$ cat src/source/alu_config.svh
`ifndef ALU_CONFIG_SVH
`define ALU_CONFIG_SVH

// Width of one operand, one bus value and one general register
`define ALU_WORD_WIDTH 32

// Number of general registers on the bus
// Register address width follows from this count
`define ALU_REG_COUNT 16

// ALU result is always two words wide
// High half for remainder or upper product bits

`endif

$ cat src/source/alu_pkg.sv
`include "alu_config.svh"

package alu_pkg;

	// One bus value or operand
	typedef logic [`ALU_WORD_WIDTH-1:0] word_t;

	// Full ALU result, kept as two halves
	// Product upper bits or remainder go in hi
	typedef struct packed {
		word_t hi;
		word_t lo;
	} dword_t;

	// Operation codes, encoding shared with the control sequencer
	// Codes 13 to 15 are spare and give a zero result
	typedef enum logic [3:0] {
		OP_AND  = 4'd0,
		OP_OR   = 4'd1,
		OP_NEG  = 4'd2,
		OP_NOT  = 4'd3,
		OP_ADD  = 4'd4,
		OP_SUB  = 4'd5,
		OP_MUL  = 4'd6,
		OP_DIV  = 4'd7,
		OP_SHR  = 4'd8,
		OP_SHRA = 4'd9,
		OP_SHL  = 4'd10,
		OP_ROR  = 4'd11,
		OP_ROL  = 4'd12
	} alu_op_t;

endpackage

$ cat src/source/bus_pkg.sv
`include "alu_config.svh"

package bus_pkg;

	// What drives the internal bus
	typedef enum logic [1:0] {
		// Register bank read port
		BUS_SRC_REG  = 2'd0,
		// External input port
		BUS_SRC_IN   = 2'd1,
		// Low and high halves of Z
		BUS_SRC_Z_LO = 2'd2,
		BUS_SRC_Z_HI = 2'd3
	} bus_src_t;

	// General register number
	typedef logic [$clog2(`ALU_REG_COUNT)-1:0] reg_addr_t;

endpackage

$ cat src/source/register_bank.sv
`timescale 1ns/100ps
`include "alu_config.svh"

module register_bank (
	input  logic               clk,
	input  logic               rst_n,
	input  logic               write_en,
	input  bus_pkg::reg_addr_t addr,
	input  alu_pkg::word_t     write_data,
	output alu_pkg::word_t     read_data
);

	// General register storage
	alu_pkg::word_t regs [`ALU_REG_COUNT];

	// Single write port, written from the bus
	// Reset clears every register so bus reads return zero
	always_ff @(posedge clk) begin
		if (!rst_n) begin
			for (int i = 0; i < `ALU_REG_COUNT; i++) begin
				regs[i] <= '0;
			end
		end else if (write_en) begin
			regs[addr] <= write_data;
		end
	end

	// Read is combinational, same address as the write
	// A write shows up on the read port after the edge
	assign read_data = regs[addr];

endmodule

$ cat config.mk
export PLATFORM = sky130hd
export DESIGN_NAME = register_bank
export DESIGN_NICKNAME = d
export VERILOG_FILES = /design/src/source/alu_pkg.sv /design/src/source/bus_pkg.sv /design/src/source/register_bank.sv
export VERILOG_INCLUDE_DIRS = /design/src /design/src/source
export SDC_FILE = /design/constraint.sdc
export NUM_CORES = 1
export LEC_CHECK = 0
export ABC_AREA = 1
export BUFFER_PORTS_ARGS = -buffer_cell sky130_fd_sc_hd__buf_4
export CELL_PAD_IN_SITES_DETAIL_PLACEMENT = 1
export CELL_PAD_IN_SITES_GLOBAL_PLACEMENT = 2
export CORE_ASPECT_RATIO = 1.25
export CORE_MARGIN = 5
export CORE_UTILIZATION = 39
export DETAILED_ROUTE_END_ITERATION = 10
export PLACE_DENSITY_LB_ADDON = 0.08
export SYNTH_ARGS = -nofsm -noshare
export SYNTH_HDL_FRONTEND = slang
export SYNTH_SLANG_ARGS = --single-unit
$ cat constraint.sdc
create_clock -name clk -period 2.5 [get_ports clk]
set_input_delay 0.125 -clock clk [delete_from_list [all_inputs] [get_ports clk]]
set_output_delay 0.125 -clock clk [all_outputs]
set_load 0.01 [all_outputs]
==> results.toml <==
[run_status]
run_status = "finished, final reports clean"

[global_route]
grt.overflow.total = 0
grt_max_degree = 129
grt_pass1_wl_mm = 120
track_usage_pct = 24.4
first_global_vias = 19200
antenna_found_initial = 0

[finish]
antenna_cells = 0
drive_gt1_share_pct = 8.67
post-route-util_pct = 44.5
syn2layout_area_growth_pct = 13.5
top_regs = "regs: 512 flops"
postLayoutCellArea_um2 = 26900
final_cells = 3539
finalNetCount = 2767
largest_reg_flops = 512
max_flop_register = "regs"

[routing]
vias = 18200
drtIter0Drc = 1118
final_antenna_net_count = 0
drc = 0
wire_per_inst_um = 22.9
first_pass_iters = 5
vias_per_cell = 5.15
routed_wl_mm = 81.2

[logic_synthesis]
synth_seq_cells = 512
syn-num-nets = 2760
synth-edff-count = 512
yosysMostFrequentCell = "nand2_1"
yosysTopAreaCell = "edfxtp_1"
synth-warning-count = 0
ys_top_cells_by_count = "nand2_1, nor2_1, edfxtp_1"
synth_top_flop_cell = "edfxtp_1"
synth-seq-area-share_pct = 64.8
async_flop_share_pct = 0
syn_inst = 2721
synth.avg_cell_area_um2 = 8.71
synth.distinct_cells = 11
synth.area.top_cells = "edfxtp_1, nand2_1, nor2_1"
synth_top_area_share_pct = 64.8
netlist_area_um2 = 23700

[floorplan]
core-area_um2 = 60500
die_w_um = 231
start_util_pct = 39.2
die_h_um = 286
rows = 101
ios = 71
dieArea_um2 = 65900

[clock_tree]
numClockSinks = 512
hold_buffers = 0
cts_resized = 0
htree_levels = 2
clockRootBuffer = "clkbuf_16"
cts_tree = "done"
numCtsBuffers = 53
clock_path_buffers = 3
path_clk_slew_ns = 0.07
cts_setup_buffers = 0

[placed_design]
pre_cts_slack_ns = 0.437
dp_hpwl_mm = 46.3
dp_cells = 3445
place_congestion = 0.796
postPlaceCellArea_um2 = 25300
numPortBuffers = 70

[min_path]
hold_path_end = "regs[7][16]$_SDFFCE_PN0P_"
hp-class = "input pin to register"
worstHoldPathCells = 2
min_from = "rst_n"

[worst_setup_path]
slowest_stage = "buf_12"
start_kind = "input pin"
path_buf_inv = 5
required_ns = 2.38
cp-end-kind = "output pin"
crit_family = "buffers and inverters"
cp_common_cell = "nand2_1"
crit_path_max_fanout = 128
critPathMaxStageDelay_ns = 0.59
crit_type = "input pin to output pin"
worstPathArrival_ns = 1.94
crit_chain = "buf_4, inv_4, buf_12, nand2_1, nand2_1, nand2_1, nand2_1, inv_1, nand2_1, buf_4"

[timing]
fin_ws_ns = 0.435
tightest_slew_ns = 0.771
slew_headroom_pct = 48.5
hold_viol_final = 0
post-route-period-util_pct = 82.6
rsz0062_at_grt = "no"
period_needed_ns = 2.06
finalSetupViolCount = 0
fmax_mhz = 484
report.final.slew_viol_count = 0
finalSetupTns_ns = 0

[power]
vdd_drop_max_uv = 548
leakage_nw = 12.0
power_density_nw_per_um2 = 723

[flow_run]
maxCapViolations = 0
## placed cells by master, fill, tap and decap left out, drive strengths merged
cell    instances
clkinv         22
edfxtp        512
inv           102
nor2          515
buf           130
bufinv          1
clkbuf         71
nor3            4
nand2        1410
## cell type report
type	count	area, um^2
timing repair buffer	131	1240
sequential	512	15400
tap	772	966
fill	6949	33600
inverter	101	389
multi-input combinational	1929	7370
clock buffer	70	1430
clock inverter	24	138
## logic make-up after synthesis
group | share of synthesized area, %
flip-flops | 64.8
buffers and inverters | 4.52
AND/OR/NAND/NOR | 30.6
## layer usage
layer,global-route usage (%),wire length (um),vias to the layer above
li1,-,-,8482
met1,31.7,35100,9236
met3,3.61,3800,127
met5,0,0,-
met4,6.68,2280,0
met2,42.8,40000,397
## worst max-delay path by stage
stage	start	end	slack [ns]	cells after the start
after floorplan	addr[0]	regs[11][0]$_SDFFCE_PN0P_	0.31	7
after CTS	addr[1]	read_data[3]	0.44	10
after detailed placement	addr[1]	read_data[3]	0.44	10
final	addr[1]	read_data[3]	0.44	10
after global placement	addr[1]	read_data[3]	0.43	10
after global routing	addr[1]	read_data[3]	0.32	10
## power by group
group / internal, mW / total, mW / switching (mW)
sequential: 9.93 / 10.1 / 0.136
clock: 4.10 / 7.45 / 3.34
combinational: 0.541 / 1.96 / 1.42
total: 14.6 / 19.5 / 4.90
## stage by stage
step	hold slack (ns)	total power, mW
2_1_floorplan	0.401	11.3
3_5_place_dp	0.692	12.2
4_1_cts	0.0520	19.7
3_3_place_gp	0.679	12.2
5_1_grt	0.0911	20.2
6_report	0.0923	19.5
No activity file was read; power rests on OpenSTA's default activity.
